==> config.mk <==
export PLATFORM = sky130hd
export DESIGN_NAME = rr_fpgarr_top
export DESIGN_NICKNAME = d
export VERILOG_FILES = /design/src/rr_pkg.sv /design/src/rr_channel_tap.sv /design/src/rr_csrs.sv /design/src/rr_fpgarr_top.sv /design/src/rr_log_merge.sv /design/src/rr_replay_decoder.sv
export SDC_FILE = /design/constraint.sdc
export NUM_CORES = 1
export LEC_CHECK = 0
export ABC_AREA = 1
export BUFFER_PORTS_ARGS = -buffer_cell sky130_fd_sc_hd__buf_2
export CORE_ASPECT_RATIO = 2
export CORE_MARGIN = 1
export CORE_UTILIZATION = 38
export DETAILED_ROUTE_END_ITERATION = 10
export RECOVER_POWER = 100
export SYNTH_ARGS = -nofsm -noshare
export SYNTH_HDL_FRONTEND = slang
export SYNTH_HIERARCHICAL = 1
export SYNTH_SLANG_ARGS = --single-unit
==> constraint.sdc <==
create_clock -name clk -period 5 [get_ports clk]
set_input_delay 0.5 -clock clk [delete_from_list [all_inputs] [get_ports clk]]
set_output_delay 0.5 -clock clk [all_outputs]
set_load 0.01 [all_outputs]
==> src/rr_pkg.sv <==
package rr_pkg;

  //////////////////////////////////////////////////////////////
  // Channel and transaction widths
  //////////////////////////////////////////////////////////////

  // Tapped AXI-lite write channels: 0 sda, 1 ocl, 2 bar1
  localparam int NUM_CHANNELS = 3;
  // Enough bits to tag every channel
  localparam int CHAN_W = 2;
  localparam int ADDR_W = 16;
  // Shared by transactions and the config port
  localparam int DATA_W = 32;

  typedef logic [CHAN_W-1:0] chan_t;

  // One logged write, also the unit of the replay stream
  // chan sits in the top bits of the 50-bit word
  typedef struct packed {
    chan_t             chan;
    logic [ADDR_W-1:0] addr;
    logic [DATA_W-1:0] data;
  } log_entry_t;

  //////////////////////////////////////////////////////////////
  // Record path sizing
  //////////////////////////////////////////////////////////////

  // Entries held per channel before a push is dropped
  localparam int LOG_FIFO_DEPTH = 4;
  // Flops between the mode register and the taps
  localparam int MODE_PIPE_STAGES = 4;

  //////////////////////////////////////////////////////////////
  // Configuration register map
  //////////////////////////////////////////////////////////////

  // Mode register, read/write
  localparam logic [3:0] CFG_MODE_ADDR = 4'h0;
  // Sticky overflow flags, a write clears them
  localparam logic [3:0] CFG_STATUS_ADDR = 4'h4;
  // Record entry count, read only
  localparam logic [3:0] CFG_COUNT_ADDR = 4'h8;

  // Bit positions inside the mode register
  localparam int MODE_RECORD_BIT = 0;
  localparam int MODE_REPLAY_BIT = 1;

endpackage

==> src/rr_channel_tap.sv <==
module rr_channel_tap #(
  parameter rr_pkg::chan_t CHAN = '0
) (
  input  logic                      clk,
  input  logic                      i_rst,
  input  logic                      i_mode_record,
  input  logic                      i_mode_replay,
  input  logic                      i_sh_valid,
  input  logic [rr_pkg::ADDR_W-1:0] i_sh_addr,
  input  logic [rr_pkg::DATA_W-1:0] i_sh_data,
  input  logic                      i_rep_valid,
  input  logic [rr_pkg::ADDR_W-1:0] i_rep_addr,
  input  logic [rr_pkg::DATA_W-1:0] i_rep_data,
  input  logic                      i_pop,
  output logic                      o_cl_valid,
  output logic [rr_pkg::ADDR_W-1:0] o_cl_addr,
  output logic [rr_pkg::DATA_W-1:0] o_cl_data,
  output logic                      o_empty,
  output rr_pkg::log_entry_t        o_head,
  output logic                      o_overflow
);

  // Selected source, shell or replay
  logic                      sel_valid;
  logic [rr_pkg::ADDR_W-1:0] sel_addr;
  logic [rr_pkg::DATA_W-1:0] sel_data;
  // Log FIFO
  rr_pkg::log_entry_t fifo_mem [rr_pkg::LOG_FIFO_DEPTH];
  logic [$clog2(rr_pkg::LOG_FIFO_DEPTH)-1:0] wr_ptr;
  logic [$clog2(rr_pkg::LOG_FIFO_DEPTH)-1:0] rd_ptr;
  logic [$clog2(rr_pkg::LOG_FIFO_DEPTH+1)-1:0] fifo_cnt;
  logic fifo_full;
  logic push;
  logic push_ok;
  logic do_pop;

  // Unselected source is simply ignored
  assign sel_valid = i_mode_replay ? i_rep_valid : i_sh_valid;
  assign sel_addr  = i_mode_replay ? i_rep_addr  : i_sh_addr;
  assign sel_data  = i_mode_replay ? i_rep_data  : i_sh_data;

  //////////////////////////////////////////////////////////////
  // Output register toward the logic
  //////////////////////////////////////////////////////////////

  always_ff @(posedge clk) begin
    if (i_rst) begin
      o_cl_valid <= 1'b0;
    end else begin
      o_cl_valid <= sel_valid;
    end
  end

  always_ff @(posedge clk) begin
    if (sel_valid) begin
      o_cl_addr <= sel_addr;
      o_cl_data <= sel_data;
    end
  end

  //////////////////////////////////////////////////////////////
  // Log FIFO
  //////////////////////////////////////////////////////////////

  // Log exactly what gets forwarded, in the same cycle
  assign push      = i_mode_record && sel_valid;
  assign o_empty   = (fifo_cnt == '0);
  assign fifo_full = (fifo_cnt == rr_pkg::LOG_FIFO_DEPTH);
  assign do_pop    = i_pop && !o_empty;
  // A pop frees a slot on the same edge
  assign push_ok    = push && (!fifo_full || do_pop);
  assign o_overflow = push && !push_ok;
  assign o_head     = fifo_mem[rd_ptr];

  always_ff @(posedge clk) begin
    if (i_rst) begin
      wr_ptr   <= '0;
      rd_ptr   <= '0;
      fifo_cnt <= '0;
    end else begin
      if (push_ok) begin
        wr_ptr <= (wr_ptr == rr_pkg::LOG_FIFO_DEPTH - 1) ? '0 : wr_ptr + 1'b1;
      end
      if (do_pop) begin
        rd_ptr <= (rd_ptr == rr_pkg::LOG_FIFO_DEPTH - 1) ? '0 : rd_ptr + 1'b1;
      end
      case ({push_ok, do_pop})
        2'b10:   fifo_cnt <= fifo_cnt + 1'b1;
        2'b01:   fifo_cnt <= fifo_cnt - 1'b1;
        default: fifo_cnt <= fifo_cnt;
      endcase
    end
  end

  // Entry tagged with this tap's channel
  always_ff @(posedge clk) begin
    if (push_ok) begin
      fifo_mem[wr_ptr] <= '{chan: CHAN, addr: sel_addr, data: sel_data};
    end
  end

endmodule

==> src/rr_csrs.sv <==
module rr_csrs (
  input  logic                      clk,
  input  logic                      i_rst,
  input  logic                      i_cfg_wr,
  input  logic                      i_cfg_rd,
  input  logic [3:0]                i_cfg_addr,
  input  logic [rr_pkg::DATA_W-1:0] i_cfg_wdata,
  input  logic [rr_pkg::NUM_CHANNELS-1:0] i_overflow,
  input  logic                      i_rec_valid,
  output logic                      o_cfg_rvalid,
  output logic [rr_pkg::DATA_W-1:0] o_cfg_rdata,
  output logic                      o_mode_record,
  output logic                      o_mode_replay
);

  // Mode register as written by the host
  logic mode_record_q;
  logic mode_replay_q;
  // Delayed copies that fan out to the taps
  logic [rr_pkg::MODE_PIPE_STAGES-1:0] record_pipe;
  logic [rr_pkg::MODE_PIPE_STAGES-1:0] replay_pipe;
  logic [rr_pkg::NUM_CHANNELS-1:0] ovf_flags;
  logic [rr_pkg::DATA_W-1:0] rec_count;
  logic [rr_pkg::DATA_W-1:0] rd_mux;
  logic wr_mode;
  logic wr_status;

  assign wr_mode   = i_cfg_wr && (i_cfg_addr == rr_pkg::CFG_MODE_ADDR);
  assign wr_status = i_cfg_wr && (i_cfg_addr == rr_pkg::CFG_STATUS_ADDR);

  //////////////////////////////////////////////////////////////
  // Control registers
  //////////////////////////////////////////////////////////////

  always_ff @(posedge clk) begin
    if (i_rst) begin
      mode_record_q <= 1'b0;
      mode_replay_q <= 1'b0;
      record_pipe   <= '0;
      replay_pipe   <= '0;
      ovf_flags     <= '0;
      rec_count     <= '0;
      o_cfg_rvalid  <= 1'b0;
    end else begin
      if (wr_mode) begin
        mode_record_q <= i_cfg_wdata[rr_pkg::MODE_RECORD_BIT];
        mode_replay_q <= i_cfg_wdata[rr_pkg::MODE_REPLAY_BIT];
      end
      // Same depth on both bits so every tap switches on one edge
      record_pipe <= {record_pipe[rr_pkg::MODE_PIPE_STAGES-2:0], mode_record_q};
      replay_pipe <= {replay_pipe[rr_pkg::MODE_PIPE_STAGES-2:0], mode_replay_q};
      // Clear wins over old flags, a drop in the clear cycle still sticks
      ovf_flags <= (wr_status ? '0 : ovf_flags) | i_overflow;
      if (i_rec_valid) begin
        rec_count <= rec_count + 1'b1;
      end
      o_cfg_rvalid <= i_cfg_rd;
    end
  end

  assign o_mode_record = record_pipe[rr_pkg::MODE_PIPE_STAGES-1];
  assign o_mode_replay = replay_pipe[rr_pkg::MODE_PIPE_STAGES-1];

  //////////////////////////////////////////////////////////////
  // Read port
  //////////////////////////////////////////////////////////////

  always_comb begin
    rd_mux = '0;
    case (i_cfg_addr)
      rr_pkg::CFG_MODE_ADDR: begin
        rd_mux[rr_pkg::MODE_RECORD_BIT] = mode_record_q;
        rd_mux[rr_pkg::MODE_REPLAY_BIT] = mode_replay_q;
      end
      rr_pkg::CFG_STATUS_ADDR: rd_mux[rr_pkg::NUM_CHANNELS-1:0] = ovf_flags;
      rr_pkg::CFG_COUNT_ADDR:  rd_mux = rec_count;
      default:                 rd_mux = '0;
    endcase
  end

  // Data lands together with o_cfg_rvalid, one cycle after the request
  always_ff @(posedge clk) begin
    if (i_cfg_rd) begin
      o_cfg_rdata <= rd_mux;
    end
  end

endmodule

==> src/rr_fpgarr_top.sv <==
module rr_fpgarr_top (
  input  logic                                            clk,
  input  logic                                            i_rst,
  // Shell side
  input  logic [rr_pkg::NUM_CHANNELS-1:0]                 i_sh_valid,
  input  logic [rr_pkg::NUM_CHANNELS-1:0][rr_pkg::ADDR_W-1:0] i_sh_addr,
  input  logic [rr_pkg::NUM_CHANNELS-1:0][rr_pkg::DATA_W-1:0] i_sh_data,
  // Custom logic side
  output logic [rr_pkg::NUM_CHANNELS-1:0]                 o_cl_valid,
  output logic [rr_pkg::NUM_CHANNELS-1:0][rr_pkg::ADDR_W-1:0] o_cl_addr,
  output logic [rr_pkg::NUM_CHANNELS-1:0][rr_pkg::DATA_W-1:0] o_cl_data,
  // Record and replay streams
  output logic                                            o_rec_valid,
  output rr_pkg::log_entry_t                              o_rec_entry,
  input  logic                                            i_rep_valid,
  input  rr_pkg::log_entry_t                              i_rep_entry,
  // Configuration port
  input  logic                                            i_cfg_wr,
  input  logic                                            i_cfg_rd,
  input  logic [3:0]                                      i_cfg_addr,
  input  logic [rr_pkg::DATA_W-1:0]                       i_cfg_wdata,
  output logic                                            o_cfg_rvalid,
  output logic [rr_pkg::DATA_W-1:0]                       o_cfg_rdata
);

  // Pipelined mode levels
  logic mode_record;
  logic mode_replay;
  // Tap to merge
  logic [rr_pkg::NUM_CHANNELS-1:0] fifo_empty;
  rr_pkg::log_entry_t [rr_pkg::NUM_CHANNELS-1:0] fifo_head;
  logic [rr_pkg::NUM_CHANNELS-1:0] pop;
  logic [rr_pkg::NUM_CHANNELS-1:0] overflow;
  // Decoder to taps
  logic [rr_pkg::NUM_CHANNELS-1:0] rep_valid;
  logic [rr_pkg::NUM_CHANNELS-1:0][rr_pkg::ADDR_W-1:0] rep_addr;
  logic [rr_pkg::NUM_CHANNELS-1:0][rr_pkg::DATA_W-1:0] rep_data;

  rr_csrs csrs (
    .clk(clk), .i_rst(i_rst),
    .i_cfg_wr(i_cfg_wr), .i_cfg_rd(i_cfg_rd),
    .i_cfg_addr(i_cfg_addr), .i_cfg_wdata(i_cfg_wdata),
    .i_overflow(overflow), .i_rec_valid(o_rec_valid),
    .o_cfg_rvalid(o_cfg_rvalid), .o_cfg_rdata(o_cfg_rdata),
    .o_mode_record(mode_record), .o_mode_replay(mode_replay)
  );

  //////////////////////////////////////////////////////////////
  // Channel taps, sda ocl bar1
  //////////////////////////////////////////////////////////////

  rr_channel_tap #(.CHAN(2'd0)) tap_sda (
    .clk(clk), .i_rst(i_rst),
    .i_mode_record(mode_record), .i_mode_replay(mode_replay),
    .i_sh_valid(i_sh_valid[0]), .i_sh_addr(i_sh_addr[0]), .i_sh_data(i_sh_data[0]),
    .i_rep_valid(rep_valid[0]), .i_rep_addr(rep_addr[0]), .i_rep_data(rep_data[0]),
    .i_pop(pop[0]),
    .o_cl_valid(o_cl_valid[0]), .o_cl_addr(o_cl_addr[0]), .o_cl_data(o_cl_data[0]),
    .o_empty(fifo_empty[0]), .o_head(fifo_head[0]), .o_overflow(overflow[0])
  );

  rr_channel_tap #(.CHAN(2'd1)) tap_ocl (
    .clk(clk), .i_rst(i_rst),
    .i_mode_record(mode_record), .i_mode_replay(mode_replay),
    .i_sh_valid(i_sh_valid[1]), .i_sh_addr(i_sh_addr[1]), .i_sh_data(i_sh_data[1]),
    .i_rep_valid(rep_valid[1]), .i_rep_addr(rep_addr[1]), .i_rep_data(rep_data[1]),
    .i_pop(pop[1]),
    .o_cl_valid(o_cl_valid[1]), .o_cl_addr(o_cl_addr[1]), .o_cl_data(o_cl_data[1]),
    .o_empty(fifo_empty[1]), .o_head(fifo_head[1]), .o_overflow(overflow[1])
  );

  rr_channel_tap #(.CHAN(2'd2)) tap_bar1 (
    .clk(clk), .i_rst(i_rst),
    .i_mode_record(mode_record), .i_mode_replay(mode_replay),
    .i_sh_valid(i_sh_valid[2]), .i_sh_addr(i_sh_addr[2]), .i_sh_data(i_sh_data[2]),
    .i_rep_valid(rep_valid[2]), .i_rep_addr(rep_addr[2]), .i_rep_data(rep_data[2]),
    .i_pop(pop[2]),
    .o_cl_valid(o_cl_valid[2]), .o_cl_addr(o_cl_addr[2]), .o_cl_data(o_cl_data[2]),
    .o_empty(fifo_empty[2]), .o_head(fifo_head[2]), .o_overflow(overflow[2])
  );

  //////////////////////////////////////////////////////////////
  // Record merge and replay steering
  //////////////////////////////////////////////////////////////

  rr_log_merge log_merge (
    .clk(clk), .i_rst(i_rst),
    .i_empty(fifo_empty), .i_head(fifo_head),
    .o_pop(pop), .o_rec_valid(o_rec_valid), .o_rec_entry(o_rec_entry)
  );

  rr_replay_decoder replay_decoder (
    .clk(clk), .i_rst(i_rst),
    .i_rep_valid(i_rep_valid), .i_rep_entry(i_rep_entry),
    .o_valid(rep_valid), .o_addr(rep_addr), .o_data(rep_data)
  );

endmodule

==> src/rr_log_merge.sv <==
module rr_log_merge (
  input  logic                                      clk,
  input  logic                                      i_rst,
  input  logic [rr_pkg::NUM_CHANNELS-1:0]           i_empty,
  input  rr_pkg::log_entry_t [rr_pkg::NUM_CHANNELS-1:0] i_head,
  output logic [rr_pkg::NUM_CHANNELS-1:0]           o_pop,
  output logic                                      o_rec_valid,
  output rr_pkg::log_entry_t                        o_rec_entry
);

  // Head of the winning FIFO
  rr_pkg::log_entry_t pick_head;
  logic               pick_any;

  //////////////////////////////////////////////////////////////
  // Fixed-priority pick, channel 0 first
  //////////////////////////////////////////////////////////////

  always_comb begin
    o_pop     = '0;
    pick_head = i_head[0];
    pick_any  = 1'b0;
    for (int i = 0; i < rr_pkg::NUM_CHANNELS; i++) begin
      if (!pick_any && !i_empty[i]) begin
        o_pop[i]  = 1'b1;
        pick_head = i_head[i];
        pick_any  = 1'b1;
      end
    end
  end

  //////////////////////////////////////////////////////////////
  // Record stream register
  //////////////////////////////////////////////////////////////

  // No back-pressure, one entry leaves per popped cycle
  always_ff @(posedge clk) begin
    if (i_rst) begin
      o_rec_valid <= 1'b0;
    end else begin
      o_rec_valid <= pick_any;
    end
  end

  always_ff @(posedge clk) begin
    if (pick_any) begin
      o_rec_entry <= pick_head;
    end
  end

endmodule

==> src/rr_replay_decoder.sv <==
module rr_replay_decoder (
  input  logic                      clk,
  input  logic                      i_rst,
  input  logic                      i_rep_valid,
  input  rr_pkg::log_entry_t        i_rep_entry,
  output logic [rr_pkg::NUM_CHANNELS-1:0] o_valid,
  output logic [rr_pkg::NUM_CHANNELS-1:0][rr_pkg::ADDR_W-1:0] o_addr,
  output logic [rr_pkg::NUM_CHANNELS-1:0][rr_pkg::DATA_W-1:0] o_data
);

  // One payload register shared by all channels
  rr_pkg::log_entry_t entry_q;

  // Unknown tags match no channel and vanish here
  always_ff @(posedge clk) begin
    if (i_rst) begin
      o_valid <= '0;
    end else begin
      for (int i = 0; i < rr_pkg::NUM_CHANNELS; i++) begin
        o_valid[i] <= i_rep_valid && (i_rep_entry.chan == rr_pkg::chan_t'(i));
      end
    end
  end

  always_ff @(posedge clk) begin
    if (i_rep_valid) begin
      entry_q <= i_rep_entry;
    end
  end

  // Payload goes everywhere, valid picks the channel
  always_comb begin
    for (int i = 0; i < rr_pkg::NUM_CHANNELS; i++) begin
      o_addr[i] = entry_q.addr;
      o_data[i] = entry_q.data;
    end
  end

endmodule

---- After elaboration in Yosys (flattened, before gate mapping) ----
Memory sizes are Yosys's and may differ from the RTL's. A register that Yosys moved wholly into a read port is not among the register bits.
Index checks and enable logic that the tools add are counted.
word-level totals
  flip-flop bits (word level) ............. 348
  bits in writable memories ............... 576
  output and inout bits ................... 231
  logic and storage cells ................. 150
  memories ................................ 3
memory list
  memory             words  width  read ports  clocked after memory_dff  write ports  line                  source
  tap_bar1.fifo_mem  4      48     1           1                         1            rr_channel_tap.sv:28  rr_pkg::log_entry_t fifo_mem [rr_pkg::LOG_FIFO_DEPTH];
  tap_ocl.fifo_mem   4      48     1           1                         1            rr_channel_tap.sv:28
  tap_sda.fifo_mem   4      48     1           1                         1            rr_channel_tap.sv:28
operators by class
  add/subtract/negate cells ............... 13
  equal/unequal tests ..................... 19
  mux-type cells .......................... 40
  bitwise gates (word level) .............. 1
  reduce and logical (&&, ||, !) cells .... 40
operators by type and width
  cell                     number
  $mux W50                 2
  $mux W32                 3
  $mux W16                 3
  $add A32 B1 Y32 const B  1
  $mux W2                  12
  $eq A2 B2 Y1 const B     10
  $logic_and A1 B1 Y1      19
  $pmux W3 S2              3
  $mux W1                  14
  $add A2 B1 Y2 const B    6
  $logic_not A1 Y1         10
  $add A3 B1 Y3 const B    3
  $eq A3 B3 Y1 const B     3
  $logic_not A3 Y1         3
  $sub A3 B1 Y3 const B    3
  $eq A2 B1 Y1 const B     4
  $pmux W2 S3              1
  $reduce_bool A2 Y1       3
  $eq A4 B3 Y1 const B     1
  $eq A4 B4 Y1 const B     1
  $logic_not A4 Y1         1
  $logic_or A1 B1 Y1       3
  $mux W3                  1
  $or A3 B3 Y3             1
  2 further kinds          2

---- Depth between registers and ports, before layout ----
  depth in word-level cells ............... 13
  depth in mapped cells ................... 20
  mapped depth without buffers ............ 18

---- Modules after synthesis ----
Netlist, hierarchy kept.
modules (own cells, without submodules)
  module                          instances  cells each  area an instance (µm²)
  rr_channel_tap at tap_bar1 ...  2          748         9638.0
  rr_channel_tap at tap_sda       1          749         9685.5
  rr_csrs                         1          434         3418.3
  rr_log_merge                    1          438         3156.8
  rr_replay_decoder               1          157         2262.2

---- Worst setup path after synthesis ----
No wires, ideal clock.
  kind .................................... register to register
  start ................................... reg csrs/replay_pipe[3] (netlist bit)
  end ..................................... mem tap_sda/fifo_mem[0][0] (netlist bit), enable pin
  setup time .............................. 0.454 ns
  data arrival time ....................... 3.754 ns
  required time ........................... 4.546 ns
  path slack .............................. 0.793 ns
  stages on the path, launching flop included .. 7
  path buffers ............................ 0
  period minus slack after synthesis ...... 4.207 ns
  cell sequence ........................... dfxtp_1 nand2_1 nand2_2 nand2_1 nor2_2 inv_2 nor2_1
between the ends
  word-level cells in the longest chain between the ends .. 5
ends and longest elaborated chain
  what                           line                  source
  start: declaration             rr_csrs.sv:21         logic [rr_pkg::MODE_PIPE_STAGES-1:0] replay_pipe;
  start signal: assignment       rr_csrs.sv:51         replay_pipe <= {replay_pipe[rr_pkg::MODE_PIPE_STAGES-2:0], mode_replay_q};
  $mux W1                        rr_channel_tap.sv:38  assign sel_valid = i_mode_replay ? i_rep_valid : i_sh_valid;
  via tap_sda.sel_valid          rr_channel_tap.sv:24  logic sel_valid;
  $logic_and A1 B1 Y1            rr_channel_tap.sv:66  assign push = i_mode_record && sel_valid;
  $logic_and A1 B1 Y1            rr_channel_tap.sv:71  assign push_ok = push && (!fifo_full || do_pop);
  $mux W1                        rr_channel_tap.sv:97  if (push_ok) begin
  $mux W1 (implied by the code)  rr_channel_tap.sv:98  fifo_mem[wr_ptr] <= '{chan: CHAN, addr: sel_addr, data: sel_data};
  end: declaration               rr_channel_tap.sv:28
The timed path passes the listed nets, and every way through them passes these cells.

---- Final worst setup path ----
  start ................................... reg csrs/replay_pipe[3] (netlist bit)
  end ..................................... mem tap_sda/fifo_mem[2][21] (netlist bit), enable pin
Same word-level chain as after synthesis.

==> impl_metrics.csv <==
group,metric,value,unit
logic_synthesis,synth_top_family_by_area,"simple AND/OR/NAND/NOR gates",
drt,ant_nets,0,
logic_synthesis,yosys.area.top_type,"edfxtp_1",
cts,root_buffer,"clkbuf_16",
logic_synthesis,synthesis.area,37800,sq um
logic_synthesis,syn_inst,3274,
drt,wl_per_cell,24.4,microns
global_routing,overflow,0,
floorplanning,start_util,38.4,%
worst_setup_path,rr_startpoint,"csrs/replay_pipe[3]$_SDFF_PP0_",
power,power.leakage,16.1,nW
timing,max_freq,0.253,GHz
status,violations,"max-capacitance violations, max-slew violations",
final_layout,fill_cells,9267,
floorplanning,core_area,98500,sq um
drt,drt_iter0_drc,1842,
drt,drcViolationCount,0,
worst_setup_path,crit_start,"csrs/replay_pipe[3]$_SDFF_PP0_",
global_routing,grt_pass1_vias,25000,
power,powerDensity,363,nW/um^2
timing,fin_skew,0.0351,ns
worst_setup_path,crit_fanout,43,
logic_synthesis,synthMuxAreaShare,0,%
logic_synthesis,synthTopCellsByArea,"edfxtp_1 68%, nand2_1 7.0%, nor2_1 4.3%",
cts,cts_tree,"built",
cts,cts_sinks,930,
timing,hold_viol,0,
cts,ctsResizeCount,0,
cts,path_clk_slew,0.07,ns
floorplanning,io_pins,469,
drt,post_drt_via_cell_ratio,5.08,
worst_setup_path,r2r_end,"tap_sda/fifo_mem[2][21]$_DFFE_PP_",
logic_synthesis,ys_warn_count,6,
placed_design,place_hpwl,84700,microns
placed_design,placed_cells,4823,
final_layout,drive_gt1_share,11.0,%
timing,drv_slew,307,
timing,maxSlewHeadroom,-68.1,%
logic_synthesis,synthArstFlopShare,0,%
global_routing,antenna_found_initial,11,
worst_setup_path,r2r_slack,1.05,ns
hold_path,hp-class,"input pin to register",
worst_setup_path,cp.required,5.36,ns
global_routing,grt_max_degree,97,
logic_synthesis,synthXorXnorAreaFrac,0.0232,%
logic_synthesis,synth.distinct_cells,32,
logic_synthesis,synth-simple-area-share,13.9,%
floorplanning,dieArea,101000,sq um
drt,via_count,25600,
timing,hold_ws,0.0667,ns
worst_setup_path,worst_setup_path_start_kind,"register",
logic_synthesis,synth-compound-area-share,7.12,%
timing,min_period,3.95,ns
worst_setup_path,critPathKind,"register to register",
worst_setup_path,r2r_cells,7,
cts,cts_setup_buffers,0,
worst_setup_path,end_kind,"register",
cts,clock_latency,0.69,ns
timing,worst_slack,1.05,ns
final_layout,syn_to_final_growth,15.3,%
placed_design,io_buffers,438,
cts,cts.path.max_buffers,3,
worst_setup_path,crit_end,"tap_sda/fifo_mem[2][21]$_DFFE_PP_",
final_layout,fin_cells,5029,
logic_synthesis,syn_area_per_cell,11.5,sq um
logic_synthesis,ys_top_cells_by_count,"850 x edfxtp_1, 703 x nand2_1, 433 x nor2_1, 297 x o21ai_0, 230 x inv_1",
floorplanning,die_y,448,microns
drt,drt_pass1_iterations,8,
global_routing,grt_pass1_wl,171000,microns
logic_synthesis,synth_most_common_cell,"edfxtp_1",
timing,finalSetupTns,0,ns
drt,totalWireLength,123000,microns
cts,htreeDepth,3,
placed_design,pre_cts_ws,1.79,ns
final_layout,final_net_count,3893,
status,status,"complete, but fails checks",
flow_run,cap_violations,8,
cts,numCtsBuffers,85,
logic_synthesis,synthFlopType,"edfxtp_1",
logic_synthesis,synth_adder_area_share,0.722,%
logic_synthesis,netlist.area_leader.share,67.5,%
power,vdd_drop_max,0.242,mV
placed_design,finalWeightedCongestion,0.919,
timing,worstMarginPinSlew,2.52,ns
logic_synthesis,postSynthRegisterBits,930,
final_layout,fin_util,44.2,%
timing,rsz0062_at_grt,"false",
timing,setup_viol,0,
logic_synthesis,ys_seq_area_share,71.8,%
worst_setup_path,cp.arrival,4.31,ns
floorplanning,rows,163,
floorplanning,die_x,225,microns
global_routing,grt_usage,24.3,%
logic_synthesis,synth_edf_count,850,
timing,period_share,79.1,%
[stage by stage]
step / power (mW) / area [sq um]
global placement: 9.37 / 40700
floorplan: 9.07 / 37800
CTS: 16.0 / 44000
global route: 16.3 / 43600
detailed placement: 9.37 / 40700
finish: 15.8 / 43600
[power breakdown]
part	switching, mW	leakage (nW)	internal, mW
Combinational	0.336	6.27	0.142
Sequential	0.127	8.49	8.61
Clock	3.02	1.35	3.60
[what timing repair did]
item | in CTS | in global routing
hold buffers | 45 | 0
hold endpoints to repair | 45 | 0
setup endpoints to repair | 0 | 0
[layout by cell type (no fill, tap or decap), drive strengths merged, types with 17 or more instances in the layout]
| cell type | instances |
|---|---|
| inv | 252 |
| clkinv | 29 |
| nor2 | 448 |
| a21oi | 37 |
| o22ai | 144 |
| dfxtp | 80 |
| edfxtp | 850 |
| nand2 | 708 |
| nand3 | 138 |
| o21ai | 311 |
| clkbuf | 359 |
| ha | 17 |
| buf | 228 |
| dlygate4sd3 | 45 |
[worst min-delay path by stage]
| stage | startpoint | cells after the start | to | slack (ns) |
|---|---|---|---|---|
| 3_5_place_dp | csrs/replay_pipe[2]$_SDFF_PP0_ | 2 | csrs/replay_pipe[3]$_SDFF_PP0_ | 0.39 |
| 3_3_place_gp | csrs/replay_pipe[2]$_SDFF_PP0_ | 2 | csrs/replay_pipe[3]$_SDFF_PP0_ | 0.39 |
| 2_1_floorplan | csrs/record_pipe[0]$_SDFF_PP0_ | 2 | csrs/record_pipe[1]$_SDFF_PP0_ | 0.39 |
| 6_report | i_rep_entry[49] | 3 | replay_decoder/o_valid[2]$_SDFF_PP0_ | 0.07 |
| 4_1_cts | i_rep_entry[49] | 3 | replay_decoder/o_valid[2]$_SDFF_PP0_ | 0.02 |
| 5_1_grt | i_rep_entry[49] | 3 | replay_decoder/o_valid[2]$_SDFF_PP0_ | 0.04 |
[sequential cells by signal, indices dropped and copies added (netlist names), 16 cells and up, named ones only]
name                   cells
tap_bar1/fifo_mem        192
tap_ocl/fifo_mem         192
tap_sda/fifo_mem         192
log_merge/o_rec_entry     50
csrs/o_cfg_rdata          32
csrs/rec_count            32
replay_decoder/o_data     32
tap_bar1/o_cl_data        32
tap_ocl/o_cl_data         32
tap_sda/o_cl_data         32
replay_decoder/o_addr     16
tap_bar1/o_cl_addr        16
tap_ocl/o_cl_addr         16
tap_sda/o_cl_addr         16
[routing by layer]
layer / global-route usage (%) / routed length [microns] / up-vias
met5: 0 / 24 / -
met4: 19.1 / 10400 / 4
met3: 5.11 / 8880 / 245
met2: 41.3 / 60300 / 1060
met1: 26.2 / 43100 / 12400
li1: - / - / 11900
[critical path, stage by stage (launching register included)]
cell,delay (ns)
dfxtp_1,1.52
nand2_1,0.21
nand2_1,0.25
nand2_1,0.10
nor2_1,0.19
inv_1,0.22
nor2_4,0.78
buf_12,0.31
[logic make-up after synthesis]
| group | count (synthesis) |
|---|---|
| and+or+nand+nor | 1318 |
| DFF | 930 |
| buffers and inverters | 502 |
| AOI/OAI and AO/OA | 498 |
| adders and majority gates | 20 |
| other | 5 |
| xor gates and xnor gates | 1 |
[final cells by class]
class	instances	area [sq um]	area share [%]
timing repair buffer	532	2760	6.34
clock buffer	100	2290	5.25
tap	1320	1650	3.79
multi-input combinational	1843	8300	19.0
inverter	243	912	2.09
antenna	5	12.5	0.0287
clock inverter	56	527	1.21
sequential	930	27100	62.2
Note: power is estimated with default switching activity, not from simulation.
